--- src/mmuPkg.sv ---
package mmuPkg;

  // Section descriptor layout in the page table word
  // Type field sits in bits 1:0, bit 1 set marks a section
  localparam int descSectionBit = 1;
  localparam int descDomainLsb = 5;
  localparam int descApLsb = 10;
  localparam int descBaseLsb = 20;

  // Descriptor type, bits 1:0 of a first-level entry
  typedef enum logic [1:0] {
    descFault   = 2'b00,
    descCoarse  = 2'b01,
    descSection = 2'b10,
    descFine    = 2'b11
  } descType;

  // Decoded section, also the TLB payload
  typedef struct packed {
    logic [11:0] sectionBase;
    logic [3:0]  domain;
    logic [1:0]  ap;
  } sectionDesc;

  // MMU control bits from the system control register
  typedef struct packed {
    logic enable;
    logic alignCheck;
  } mmuControl;

  // Request held by the CPU until completion
  typedef struct packed {
    logic [31:0] addr;
    logic        write;
    // Low for an instruction fetch
    logic        dataAccess;
    logic        supMode;
    logic        wordAccess;
    logic [31:0] wdata;
  } cpuReq;

  // Fault codes, listed in priority order
  typedef enum logic [3:0] {
    faultNone          = 4'b0000,
    faultAlign         = 4'b0001,
    faultSectionTrans  = 4'b0101,
    faultSectionDomain = 4'b1001,
    faultSectionPerm   = 4'b1101
  } faultCode;

  // Fault status register contents
  typedef struct packed {
    logic [3:0] domain;
    faultCode   code;
  } faultStatus;

  // Controller states
  typedef enum logic [2:0] {
    stIdle,
    stWalk,
    stFill,
    stAccess,
    stAbort
  } walkState;

endpackage

--- src/tlb.sv ---
module tlb #(
  parameter int tlbEntries = 8
) (
  input  logic               clk,
  input  logic               rst,
  // Invalidate everything
  input  logic               flush,
  // Section number of the held address
  input  logic [11:0]        vtag,
  input  logic               fill,
  input  mmuPkg::sectionDesc fillEntry,
  output logic               hit,
  output mmuPkg::sectionDesc entry
);
  import mmuPkg::*;

  // Pointer width, at least one bit
  localparam int ptrW = (tlbEntries > 1) ? $clog2(tlbEntries) : 1;
  localparam logic [ptrW-1:0] lastIdx = ptrW'(tlbEntries - 1);

  logic [tlbEntries-1:0] valid;
  logic [11:0]           tags [tlbEntries];
  sectionDesc            descs [tlbEntries];
  // Round-robin victim
  logic [ptrW-1:0]       ptr;

  // Valid bits and victim pointer
  always_ff @(posedge clk) begin
    if (rst) begin
      valid <= '0;
      ptr   <= '0;
    end else if (flush) begin
      valid <= '0;
    end else if (fill) begin
      valid[ptr] <= 1'b1;
      // Wrap at the last entry
      if (ptr == lastIdx) begin
        ptr <= '0;
      end else begin
        ptr <= ptr + 1'b1;
      end
    end
  end

  // Tag and payload storage
  always_ff @(posedge clk) begin
    if (fill) begin
      tags[ptr]  <= vtag;
      descs[ptr] <= fillEntry;
    end
  end

  // Parallel compare
  // Fill only happens on a miss so at most one entry matches
  always_comb begin
    hit   = 1'b0;
    entry = '0;
    for (int i = 0; i < tlbEntries; i++) begin
      if (valid[i] && tags[i] == vtag) begin
        hit   = 1'b1;
        entry = descs[i];
      end
    end
  end

endmodule

--- src/faultCheck.sv ---
module faultCheck (
  input  logic               clk,
  input  logic               rst,
  input  mmuPkg::mmuControl  control,
  input  mmuPkg::cpuReq      req,
  input  mmuPkg::sectionDesc desc,
  // Low on a miss or an invalid walked entry
  input  logic               descValid,
  input  logic [31:0]        domainAccess,
  input  logic               abortStrobe,
  output mmuPkg::faultCode   code,
  output mmuPkg::faultStatus fStatus,
  output logic [31:0]        faultAddr
);
  import mmuPkg::*;

  logic [1:0] domBits;
  logic       misaligned;
  logic       permFault;

  // Two access bits per domain
  assign domBits = domainAccess[{desc.domain, 1'b0} +: 2];

  assign misaligned = control.alignCheck && req.wordAccess && (req.addr[1:0] != 2'b00);

  // ap decode for client domains
  always_comb begin
    case (desc.ap)
      2'b00:   permFault = 1'b1;
      2'b01:   permFault = !req.supMode;
      // User read only
      2'b10:   permFault = !req.supMode && req.write;
      default: permFault = 1'b0;
    endcase
  end

  // Priority chain
  always_comb begin
    code = faultNone;
    if (!control.enable) begin
      code = faultNone;
    end else if (misaligned) begin
      code = faultAlign;
    end else if (!descValid) begin
      code = faultSectionTrans;
    end else if (domBits == 2'b00 || domBits == 2'b10) begin
      // No access or reserved
      code = faultSectionDomain;
    end else if (domBits == 2'b01 && permFault) begin
      // Manager skips this
      code = faultSectionPerm;
    end
  end

  // Data faults only, fetch faults leave status alone
  always_ff @(posedge clk) begin
    if (rst) begin
      fStatus   <= '0;
      faultAddr <= '0;
    end else if (abortStrobe && req.dataAccess) begin
      fStatus.domain <= desc.domain;
      fStatus.code   <= code;
      faultAddr      <= req.addr;
    end
  end

endmodule

--- src/instrTracker.sv ---
module instrTracker (
  input  logic clk,
  input  logic rst,
  // Fetch fault pulse from the walker
  input  logic fetchFault,
  input  logic stallD,
  input  logic flushD,
  input  logic flushE,
  output logic prefetchAbort
);

  // Faulting instruction sitting in decode
  logic pending;
  // Faulting instruction in execute, lasts one cycle
  logic inExec;

  always_ff @(posedge clk) begin
    if (rst) begin
      pending <= 1'b0;
      inExec  <= 1'b0;
    end else begin
      inExec <= 1'b0;
      if (flushD) begin
        // Squashed in decode
        pending <= 1'b0;
      end else if (fetchFault) begin
        pending <= 1'b1;
      end else if (pending && !stallD) begin
        // Advances into execute
        pending <= 1'b0;
        inExec  <= 1'b1;
      end
    end
  end

  // Abort unless execute is flushed
  assign prefetchAbort = inExec && !flushE;

endmodule

--- src/tableWalk.sv ---
module tableWalk (
  input  logic               clk,
  input  logic               rst,
  input  logic               enable,
  input  logic               cpuRequest,
  input  mmuPkg::cpuReq      req,
  input  logic [17:0]        tableBase,
  input  logic               tlbHit,
  input  mmuPkg::sectionDesc tlbEntry,
  input  mmuPkg::faultCode   fault,
  output logic               fill,
  output mmuPkg::sectionDesc fillEntry,
  output mmuPkg::sectionDesc walkDesc,
  output logic               useWalkDesc,
  output logic               abortStrobe,
  output logic               dataAbort,
  output logic               fetchDone,
  output logic               cpuReady,
  output logic               hRequest,
  output logic               hWrite,
  output logic [31:0]        hAddr,
  output logic [31:0]        hWData,
  input  logic [31:0]        hRData,
  input  logic               hReady
);
  import mmuPkg::*;

  walkState state;
  walkState next;
  // Captured descriptor from the walk read
  descType  walkType;
  logic     walkValid;
  // Abort came from an invalid walked descriptor
  logic     fromWalk;

  always_ff @(posedge clk) begin
    if (rst) begin
      state    <= stIdle;
      fromWalk <= 1'b0;
    end else begin
      state    <= next;
      fromWalk <= (state == stFill) && !walkValid;
    end
  end

  // Descriptor fields, taken in the hReady cycle of the walk
  always_ff @(posedge clk) begin
    if (state == stWalk && hReady) begin
      walkType             <= descType'(hRData[descSectionBit -: 2]);
      walkDesc.sectionBase <= hRData[descBaseLsb +: 12];
      walkDesc.domain      <= hRData[descDomainLsb +: 4];
      walkDesc.ap          <= hRData[descApLsb +: 2];
    end
  end

  // Coarse, fine and fault entries all translate-fault
  assign walkValid = (walkType == descSection);

  always_comb begin
    next = state;
    case (state)
      stIdle: begin
        if (enable && cpuRequest) begin
          // Alignment wins over the lookup
          if (fault == faultAlign) begin
            next = stAbort;
          end else if (!tlbHit) begin
            next = stWalk;
          end else if (fault != faultNone) begin
            next = stAbort;
          end else begin
            next = stAccess;
          end
        end
      end
      stWalk:   if (hReady) next = stFill;
      // Valid section goes back for a second lookup
      stFill:   next = walkValid ? stIdle : stAbort;
      stAccess: if (hReady) next = stIdle;
      stAbort:  next = stIdle;
      default:  next = stIdle;
    endcase
  end

  assign fill        = (state == stFill) && walkValid;
  assign fillEntry   = walkDesc;
  assign useWalkDesc = (state == stAbort) && fromWalk;

  // Abort cycle, no bus traffic
  assign abortStrobe = (state == stAbort);
  assign dataAbort   = abortStrobe && req.dataAccess;
  assign fetchDone   = abortStrobe && !req.dataAccess;

  // Bus drive for walk read and final access
  assign hRequest = (state == stWalk) || (state == stAccess);
  assign hWrite   = (state == stAccess) && req.write;
  assign hAddr    = (state == stWalk) ? {tableBase, req.addr[31:20], 2'b00}
                                      : {tlbEntry.sectionBase, req.addr[19:0]};
  assign hWData   = req.wdata;
  assign cpuReady = (state == stAccess) && hReady;

endmodule

--- src/mmu.sv ---
module mmu #(
  parameter int tlbEntries = 8
) (
  input  logic               clk,
  input  logic               rst,
  input  mmuPkg::mmuControl  control,
  input  logic [17:0]        tableBase,
  input  logic [31:0]        domainAccess,
  input  logic               tlbFlush,
  // CPU request port
  input  logic               cpuRequest,
  input  mmuPkg::cpuReq      req,
  output logic               cpuReady,
  output logic [31:0]        rdata,
  output logic               dataAbort,
  output logic               fetchDone,
  output logic               prefetchAbort,
  output mmuPkg::faultStatus fStatus,
  output logic [31:0]        faultAddr,
  // Pipeline control for the fetch tracker
  input  logic               stallD,
  input  logic               flushD,
  input  logic               flushE,
  // System bus
  output logic               hRequest,
  output logic               hWrite,
  output logic [31:0]        hAddr,
  output logic [31:0]        hWData,
  input  logic [31:0]        hRData,
  input  logic               hReady
);
  import mmuPkg::*;

  // TLB lookup result
  logic       tlbHit;
  sectionDesc tlbEntry;
  // Fill path from the walker
  logic       fill;
  sectionDesc fillEntry;
  // Descriptor seen by the fault checker
  sectionDesc walkDesc;
  logic       useWalkDesc;
  sectionDesc checkDesc;
  logic       checkValid;
  faultCode   fault;
  logic       abortStrobe;
  // Translated bus side from the walker
  logic        walkRequest;
  logic        walkWrite;
  logic [31:0] walkAddr;
  logic [31:0] walkWData;
  logic        walkReady;

  tableWalk walker (
    .clk(clk), .rst(rst), .enable(control.enable),
    .cpuRequest(cpuRequest), .req(req), .tableBase(tableBase),
    .tlbHit(tlbHit), .tlbEntry(tlbEntry), .fault(fault),
    .fill(fill), .fillEntry(fillEntry),
    .walkDesc(walkDesc), .useWalkDesc(useWalkDesc),
    .abortStrobe(abortStrobe), .dataAbort(dataAbort), .fetchDone(fetchDone),
    .cpuReady(walkReady),
    .hRequest(walkRequest), .hWrite(walkWrite), .hAddr(walkAddr), .hWData(walkWData),
    .hRData(hRData), .hReady(hReady)
  );

  // Tag is the section number from VA bits 31:20
  tlb #(.tlbEntries(tlbEntries)) sectionTlb (
    .clk(clk), .rst(rst), .flush(tlbFlush), .vtag(req.addr[31:20]),
    .fill(fill), .fillEntry(fillEntry), .hit(tlbHit), .entry(tlbEntry)
  );

  // An invalid walked descriptor stands in for the missing entry
  assign checkDesc  = useWalkDesc ? walkDesc : tlbEntry;
  assign checkValid = tlbHit & ~useWalkDesc;

  faultCheck faultUnit (
    .clk(clk), .rst(rst), .control(control), .req(req),
    .desc(checkDesc), .descValid(checkValid), .domainAccess(domainAccess),
    .abortStrobe(abortStrobe), .code(fault), .fStatus(fStatus), .faultAddr(faultAddr)
  );

  // Fetch faults are deferred until execute
  instrTracker tracker (
    .clk(clk), .rst(rst), .fetchFault(fetchDone), .stallD(stallD),
    .flushD(flushD), .flushE(flushE), .prefetchAbort(prefetchAbort)
  );

  // Bypass with MMU off
  assign hRequest = control.enable ? walkRequest : cpuRequest;
  assign hWrite   = control.enable ? walkWrite : req.write;
  assign hAddr    = control.enable ? walkAddr : req.addr;
  assign hWData   = control.enable ? walkWData : req.wdata;
  assign cpuReady = control.enable ? walkReady : (cpuRequest & hReady);

  // Read data only valid with cpuReady
  assign rdata = cpuReady ? hRData : '0;

endmodule

--- config.mk ---
export PLATFORM = sky130hd
export DESIGN_NAME = mmu
export DESIGN_NICKNAME = d
export VERILOG_FILES = /design/src/mmuPkg.sv /design/src/tlb.sv /design/src/faultCheck.sv /design/src/instrTracker.sv /design/src/tableWalk.sv /design/src/mmu.sv
export SDC_FILE = /design/constraint.sdc
export NUM_CORES = 1
export LEC_CHECK = 0
export BUFFER_PORTS_ARGS = -buffer_cell sky130_fd_sc_hd__buf_4
export CAP_MARGIN = 20
export CORE_ASPECT_RATIO = 1.4
export CORE_UTILIZATION = 55
export CTS_CLUSTER_SIZE = 20
export DETAILED_ROUTE_END_ITERATION = 8
export GPL_TIMING_DRIVEN = 0
export PLACE_DENSITY = 0.9
export SLEW_MARGIN = 20
export SYNTH_ARGS = -nofsm -noshare
export SYNTH_HDL_FRONTEND = slang
export SYNTH_SLANG_ARGS = --single-unit
export TNS_END_PERCENT = 100
--- constraint.sdc ---
create_clock -name clk -period 5 [get_ports clk]
set_input_delay 1 -clock clk [delete_from_list [all_inputs] [get_ports clk]]
set_output_delay 1 -clock clk [all_outputs]
set_load 0.005 [all_outputs]
==> results of run 1 <==
flip-flops by register name, indices dropped and copies added, names as in the netlist:
register	cells
faultUnit.faultAddr	32
sectionTlb.valid	8
walker.walkType	2
tracker.pending	1
walker.fillEntry	18
sectionTlb.ptr	3
tracker.inExec	1
walker.state	3
walker.fromWalk	1
faultUnit.fStatus	7
sectionTlb.descs	144
sectionTlb.tags	96
metal layers:
metal	up-vias	global-route usage (%)	routed length [microns]
met3	207	7.31	4450
met5	-	0	0
met4	0	23.0	2920
li1	4791	-	-
met1	5181	31.6	13100
met2	826	55.3	21400
power breakdown:
part,switching (mW),leakage (nW),internal [mW],total [mW]
clock,0.944,0.426,1.21,2.16
sequential,0.0104,2.79,2.84,2.85
combinational,0.189,3.19,0.201,0.390
metrics by stage:
step	setup TNS, ps	util (%)
after floorplan	0	-
after global placement	-4010	65.4
after detailed placement	-4510	66.4
after CTS	0	70.2
after global routing	-16.3	70.6
final	0	70.6
cell families after synthesis:
logic type,synth area share [%]
DFF,63.2
adders and majority gates,0.177
muxes,2.08
buffers and inverters,4.27
xor gates and xnor gates,6.06
AOI/OAI and AO/OA,10.3
other,0.0265
and+or+nand+nor,13.9
cell usage in the layout (no fill, tap or decap), types with 6 or more instances in the layout:
cell type,instances
buf_6,10
and2_1,53
edfxtp_1,260
nand4_1,27
o21a_1,11
o211ai_1,8
clkinvlp_4,6
mux2_2,19
nand2_1,132
nand2b_1,10
xnor2_1,90
nor2_4,6
mux2i_1,8
nor2b_1,7
nor4_4,6
dfxtp_1,56
clkbuf_16,27
a211oi_1,6
inv_1,11
buf_4,319
a21oi_1,58
o221ai_1,11
a221o_1,11
buf_2,6
nand3_1,41
clkbuf_1,29
clkbuf_2,6
a31oi_1,17
a311oi_1,15
nor2_1,49
nor4_1,6
o21ai_0,26
final cells by class:
cell class | count | area (sq um) | area share, %
antenna | 1 | 2.50 | 0.0140
buffer | 94 | 589 | 3.30
clock buffer | 29 | 693 | 3.88
clock inverter | 20 | 216 | 1.21
inverter | 11 | 41.3 | 0.231
multi-input combinational | 709 | 4710 | 26.4
sequential | 316 | 8930 | 50.0
tap | 319 | 399 | 2.23
timing repair buffer | 289 | 2290 | 12.8
what timing repair did:
item                                    4_1_cts  5_1_grt
pin swaps                                     3        3
setup buffers                                 1        9
endpoints found under the setup margin       12       12
resized for setup                            17        8
how the worst min path moves through the flow:
stage          slack, ps  cells past startpoint                                   to                                start
3_5_place_dp         450                      2  faultUnit.faultAddr[5]$_SDFFE_PP0P_  faultUnit.faultAddr[5]$_SDFFE_PP0P_
4_1_cts              460                      2  faultUnit.faultAddr[5]$_SDFFE_PP0P_  faultUnit.faultAddr[5]$_SDFFE_PP0P_
3_3_place_gp         440                      2            tracker.inExec$_SDFF_PP0_         tracker.pending$_SDFFE_PP0P_
6_report             460                      2  faultUnit.faultAddr[1]$_SDFFE_PP0P_  faultUnit.faultAddr[1]$_SDFFE_PP0P_
2_1_floorplan        430                      2            tracker.inExec$_SDFF_PP0_         tracker.pending$_SDFFE_PP0P_
5_1_grt              480                      2  faultUnit.faultAddr[7]$_SDFFE_PP0P_  faultUnit.faultAddr[7]$_SDFFE_PP0P_
critical path: stages:
cell and delay, ps:
buf_4 160, buf_4 220, xnor2_1 300, and4_1 280
nand4_1 380, nand2_1 370, clkbuf_1 430, o221ai_1 250
a31oi_1 220, a221o_1 200, buf_4 130
==> insert_results.sql, run 1 <==
INSERT INTO impl_metrics (metric_group, metric, value, unit) VALUES
('routing', 'initialDrtViolationCount', '1080', ''),
('routing', 'routed_wl', '41.9', 'mm'),
('timing', 'finalSetupViolations', '0', ''),
('cts', 'cts-root-buf', 'clkbuf_16', ''),
('status', 'status', 'complete, no violations', ''),
('die', 'design.portCount', '302', ''),
('timing', 'fin_ws', '32.7', 'ps'),
('timing', 'report.final.slew_viol_count', '0', ''),
('cts', 'cts_hold_buf', '0', ''),
('synthesis', 'synthDominantAreaCellType', 'edfxtp_1', ''),
('cts', 'path_clk_slew', '70', 'ps'),
('timing', 'period_minus_slack', '4970', 'ps'),
('timing', 'report.final.hold_viol_count', '0', ''),
('timing', 'slew_headroom', '31.7', '%'),
('global_route', 'antenna_found_initial', '1', ''),
('pwr', 'p_leak', '6.41', 'nW'),
('min_path', 'hold_class', 'flop to flop', ''),
('global_route', 'total_grt_usage', '31.3', '%'),
('pwr', 'ir_drop', '281', 'uV'),
('synthesis', 'synth_ff_type', 'edfxtp_1', ''),
('placed_design', 'place_ws', '-487', 'ps'),
('final_layout', 'layout-drive-gt1-share', '30.5', '%'),
('placed_design', 'number_of_cells_in_the_design_after_placement', '1730', ''),
('run', 'max_cap_viol_count', '0', ''),
('cts', 'worstSkewPairLatency', '560', 'ps'),
('synthesis', 'synth_most_common_cell', 'edfxtp_1', ''),
('die', 'start_util', '55.9', '%'),
('synthesis', 'synth_sequential_area_ratio', '63.2', '%'),
('routing', 'drt_pass1_iterations', '6', ''),
('final_layout', 'finalNonFillerCells', '1788', ''),
('worst_setup_path', 'endpoint_of_the_worst_slack_reg_to_reg_timing_path', 'walker.state[2]$_SDFFE_PP0P_', ''),
('placed_design', 'detailed_place.area', '16800', 'sq um'),
('worst_setup_path', 'worst-r2r-setup-slack', '890', 'ps'),
('cts', 'cts.path.max_buffers', '3', ''),
('timing', 'worst_skew', '22.8', 'ps'),
('synthesis', 'synth-edff-count', '260', ''),
('pwr', 'powerDensity', '302', 'nW/um^2'),
('synthesis', 'netlist_area', '14100', 'sq um'),
('placed_design', 'gp_routability_congestion', '0.931', ''),
('worst_setup_path', 'regToRegStartpoint', 'sectionTlb.tags[1][3]$_DFFE_PP_', ''),
('global_route', 'grt_pass1_wl', '60.0', 'mm'),
('die', 'chipWidth', '138', 'microns'),
('pwr', 'fin_total_pwr', '5.40', 'mW'),
('routing', 'routed-via-count', '11000', ''),
('die', 'die-area', '26400', 'sq um'),
('synthesis', 'netlist_instances', '1132', ''),
('synthesis', 'yosys_register_bits', '316', ''),
('final_layout', 'fin_area', '17900', 'sq um'),
('timing', 'hold_slack', '456', 'ps'),
('final_layout', 'net_count_final', '1610', ''),
('global_route', 'grt_overflow', '0', ''),
('timing', 'fmax', '0.201', 'GHz'),
('synthesis', 'ys_warn_count', '0', ''),
('placed_design', 'port_buffers', '267', ''),
('cts', 'h_tree_level_count', '1', ''),
('synthesis', 'list_of_most_frequent_post_synthesis_cells', 'edfxtp_1 (260), nand2_1 (132), xnor2_1 (91), a21oi_1 (58), dfxtp_1 (56)', ''),
('final_layout', 'flow.area_growth_from_synthesis', '26.4', '%'),
('worst_setup_path', 'crit_path_max_fanout', '10', ''),
('cts', 'cts_tree', 'yes', ''),
('die', 'core', '25300', 'sq um'),
('worst_setup_path', 'worst_setup_path_start_kind', 'input port', ''),
('die', 'dieHeight', '192', 'microns'),
('cts', 'cts_num_sinks', '316', ''),
('cts', 'tritoncts.num_buffers', '27', ''),
('synthesis', 'async_flop_share', '0', '%'),
('final_layout', 'num-fill-cells', '1660', ''),
('worst_setup_path', 'worst_setup_path_endpoint', 'hAddr[30]', ''),
('worst_setup_path', 'crit_arrival', '3970', 'ps'),
('global_route', 'grt_pass1_vias', '10900', ''),
('synthesis', 'synth.area.top_cells', 'edfxtp_1 (55%), dfxtp_1 (7.9%), xnor2_1 (5.6%)', ''),
('routing', 'drtAntennaViolNets', '0', '');
Note: power is estimated with default switching activity, not from simulation.
==> run 2: changes to the inputs <==
Settings changed: ABC_AREA set to 1, CORE_UTILIZATION 55 to 56, GPL_TIMING_DRIVEN 0 to not set, PLACE_DENSITY 0.9 to 0.91.
==> run 2 against run 1 <==
  * Clock power grew 16%
  * Critical path depth up 3
  * Clock skew down 12 ps
  * Utilization shrank 2.7 points
  * Design area down 0.14%
  * Critical endpoint is now hAddr[26]
==> insert_results.sql, run 2 <==
INSERT INTO impl_metrics (metric_group, metric, value, unit) VALUES
('status', 'status', 'complete, no violations', ''),
('timing', 'report.final.slew_viol_count', '0', ''),
('worst_setup_path', 'critical_path.max_stage_delay', '460', 'ps'),
('worst_setup_path', 'worstRegToRegCells', '23', ''),
('worst_setup_path', 'slowest_stage', 'nand2_1', ''),
('timing', 'worst_skew', '10.7', 'ps'),
('pwr', 'powerDensity', '327', 'nW/um^2'),
('final_layout', 'layout.cells.most_common', 'nand2_1', ''),
('pwr', 'p_leak', '7.41', 'nW'),
('final_layout', 'finalNonFillerCells', '2052', ''),
('final_layout', 'largest_registers', 'sectionTlb.descs: 144 flops, sectionTlb.tags: 96 flops, faultUnit.faultAddr: 32 flops', ''),
('final_layout', 'antenna-diode-count', '0', ''),
('die', 'die-area', '27600', 'sq um'),
('synthesis', 'netlist_area', '15100', 'sq um'),
('min_path', 'whs_endpoint', 'tracker.inExec$_SDFF_PP0_', ''),
('cts', 'cts_tree', 'yes', ''),
('cts', 'buffers_inserted_by_post_cts_timing_repair', '0', ''),
('cts', 'gates_resized_cts_repair', '0', ''),
('synthesis', 'synth_cell_type_count', '58', ''),
('synthesis', 'synth-edff-count', '260', ''),
('timing', 'finalSetupViolations', '0', ''),
('min_path', 'min-delay-start', 'tracker.pending$_SDFFE_PP0P_', ''),
('worst_setup_path', 'timing.critical_path.max_delay_family', 'compound AO/OA/AOI/OAI gates', ''),
('final_layout', 'mostFrequentLayoutCells', 'nand2_1 (279), edfxtp_1 (260), buf_4 (248)', ''),
('routing', 'initialDrtViolationCount', '1097', ''),
('routing', 'wire_per_inst', '20.6', 'microns'),
('synthesis', 'mappedNetlistNets', '1677', ''),
('worst_setup_path', 'endpoint_of_the_worst_slack_reg_to_reg_timing_path', 'walker.state[0]$_SDFFE_PP0P_', ''),
('die', 'chipWidth', '141', 'microns'),
('global_route', 'grt_pass1_wl', '64.1', 'mm'),
('synthesis', 'synth.area.top_cells', 'edfxtp_1 (52%), dfxtp_1 (7.4%), nand2_1 (6.9%)', ''),
('run', 'max_cap_viol_count', '0', ''),
('worst_setup_path', 'crit_path_cell_trace', 'buf_4 > inv_4 > nand2_1 > o21ai_0 > nor2_1 > o2111ai_1 > nor3_1 > nand2_1 > o21ai_0 > a21oi_1 > o221ai_1 > a311oi_1 > a221o_1 > buf_4', ''),
('placed_design', 'detailedPlacementHpwl', '28.1', 'mm'),
('routing', 'uppermost_routed_layer', 'met4', ''),
('cts', 'cts-root-buf', 'clkbuf_16', ''),
('synthesis', 'synth_sequential_area_ratio', '59.2', '%'),
('die', 'core', '26300', 'sq um'),
('min_path', 'min_delay_path_depth', '2', ''),
('final_layout', 'final_core_util', '67.9', '%'),
('placed_design', 'number_of_cells_in_the_design_after_placement', '1996', ''),
('global_route', 'grt_pass1_vias', '11800', ''),
('synthesis', 'synth.avg_cell_area', '9.95', 'sq um'),
('placed_design', 'gp_routability_congestion', '0.923', ''),
('routing', 'wl_met2', '21.6', 'mm'),
('routing', 'drt_pass1_iterations', '6', ''),
('worst_setup_path', 'regToRegStartpoint', 'sectionTlb.tags[3][10]$_DFFE_PP_', ''),
('cts', 'h_tree_level_count', '1', ''),
('timing', 'tns', '0', 'ps'),
('final_layout', 'flow.area_growth_from_synthesis', '18.4', '%'),
('cts', 'cts.path.max_buffers', '3', ''),
('routing', 'drtAntennaViolNets', '0', ''),
('synthesis', 'synthDominantAreaCellType', 'edfxtp_1', ''),
('timing', 'grt_setup_unrepaired', 'false', ''),
('worst_setup_path', 'timing.setup.critical_path_class', 'input port to primary output', ''),
('cts', 'worstSkewPairLatency', '560', 'ps'),
('worst_setup_path', 'crit_path_max_fanout', '20', ''),
('timing', 'max_slew.worst_pin.slew', '1050', 'ps'),
('worst_setup_path', 'kind_of_capture_point_of_the_worst_setup_path', 'primary output', ''),
('worst_setup_path', 'worstPathBufferInverterCount', '3', ''),
('worst_setup_path', 'crit_arrival', '3670', 'ps'),
('final_layout', 'largest_reg_flops', '144', ''),
('synthesis', 'synth_top_cell_area_share', '51.8', '%'),
('cts', 'path_clk_slew', '60', 'ps'),
('routing', 'drc', '0', ''),
('die', 'start_util', '57.4', '%'),
('cts', 'cts_hold_buf', '0', ''),
('worst_setup_path', 'worst_setup_path_start_kind', 'input port', ''),
('global_route', 'total_grt_usage', '30.4', '%'),
('routing', 'detailroute.wirelength.met3', '3.77', 'mm'),
('routing', 'drt-met1-wl', '14.6', 'mm'),
('timing', 'fmax', '0.214', 'GHz'),
('synthesis', 'synth_most_common_cell', 'nand2_1', ''),
('synthesis', 'synth_ff_type', 'edfxtp_1', ''),
('pwr', 'ir_drop', '346', 'uV'),
('global_route', 'antenna_found_initial', '0', ''),
('timing', 'report.final.hold_viol_count', '0', ''),
('placed_design', 'port_buffers', '236', ''),
('pwr', 'fin_total_pwr', '5.82', 'mW'),
('die', 'core.rowCount', '70', ''),
('synthesis', 'ys_warn_count', '0', ''),
('timing', 'slew_headroom', '29.6', '%'),
('die', 'dieHeight', '196', 'microns'),
('cts', 'tritoncts.num_buffers', '30', ''),
('routing', 'detail_routed_via_count_per_cell', '5.85', ''),
('die', 'design.portCount', '302', ''),
('synthesis', 'list_of_most_frequent_post_synthesis_cells', 'nand2_1 (279), edfxtp_1 (260), nor2_1 (188), inv_1 (134), nand3_1 (97)', ''),
('worst_setup_path', 'required', '4000', 'ps'),
('global_route', 'grt_start_max_net_pins', '63', ''),
('synthesis', 'async_flop_share', '0', '%'),
('timing', 'period_minus_slack', '4670', 'ps'),
('synthesis', 'netlist_instances', '1515', ''),
('final_layout', 'largest_register', 'sectionTlb.descs', ''),
('min_path', 'hold_class', 'flop to flop', ''),
('routing', 'routed_wl', '42.2', 'mm'),
('cts', 'cts_num_sinks', '316', ''),
('final_layout', 'layout-drive-gt1-share', '24.1', '%'),
('final_layout', 'net_count_final', '1866', ''),
('timing', 'final_min_period_over_clock_period', '93.4', '%'),
('global_route', 'grt_overflow', '0', ''),
('synthesis', 'yosys_register_bits', '316', ''),
('routing', 'routed-via-count', '12000', ''),
('worst_setup_path', 'worst-r2r-setup-slack', '1480', 'ps');
[run 2: worst max-delay path by stage]
stage / start / to / slack, ps / cells after the start
2_1_floorplan: req[59] / hAddr[22] / 1280 / 15
3_3_place_gp: req[67] / hAddr[29] / 540 / 14
3_5_place_dp: req[67] / hAddr[29] / 370 / 14
4_1_cts: req[67] / hAddr[29] / 360 / 14
5_1_grt: req[57] / hAddr[31] / 120 / 14
6_report: req[57] / hAddr[26] / 330 / 14
[run 2: worst register-to-register path, stage by stage (launching register included)]
cell and delay, ps:
edfxtp_1 390, or2_2 290, a21oi_1 180, nand3_1 130, nor2_1 130, nand2_2 280, buf_4 330, nor2_2 90
nor2_1 50, nand2_1 150, nand2_4 90, nand2_8 140, nand2_8 130, nand2_1 90, nand3_1 70, nand3_1 90
nand2_1 50, nand2_1 80, nand3_2 100, a31oi_1 140, nand2_1 90, nand2_1 90, nand2_1 70, a21oi_1 160
[run 2: cells by family (layout without fill, tap and decap cells)]
group,count (synthesis),count (layout),share of synthesized area [%]
AO/OA/AOI/OAI,227,227,9.09
XOR/XNOR,26,26,1.51
adder cells (fa/ha/maj),2,2,0.166
buffers and inverters,246,459,8.14
flip-flops,316,316,59.2
other,1,1,0.0249
AND/OR/NAND/NOR,697,697,21.8
[run 2: stage by stage]
stage	setup slack (ps)	area (sq um)	hold slack [ps]
after floorplan	1280	15100	428
after global placement	541	16700	432
after detailed placement	373	16700	446
after CTS	362	17800	454
after global routing	121	17800	468
final	330	17800	453
[run 2: layout make-up]
class                           count  area, sq um
Fill cell                        1860         8440
Clock inverter                     23          319
Timing Repair Buffer              248         1860
Multi-Input combinational cell    953         4950
Sequential cell                   316         8930
Clock buffer                       33          783
Inverter                          155          589
Tap cell                          324          405
[run 2: metal layers]
layer | vias to the layer above | track usage, %
met2 | 704 | 54.2
met3 | 139 | 4.86
met4 | 0 | 16.5
met1 | 5663 | 35.0
met5 | - | 0
li1 | 5498 | -
[run 2: power by group]
part	leakage, nW	internal (mW)	switching [mW]
clock network	0.524	1.50	1.01
logic	4.10	0.186	0.243
registers	2.79	2.86	0.0245
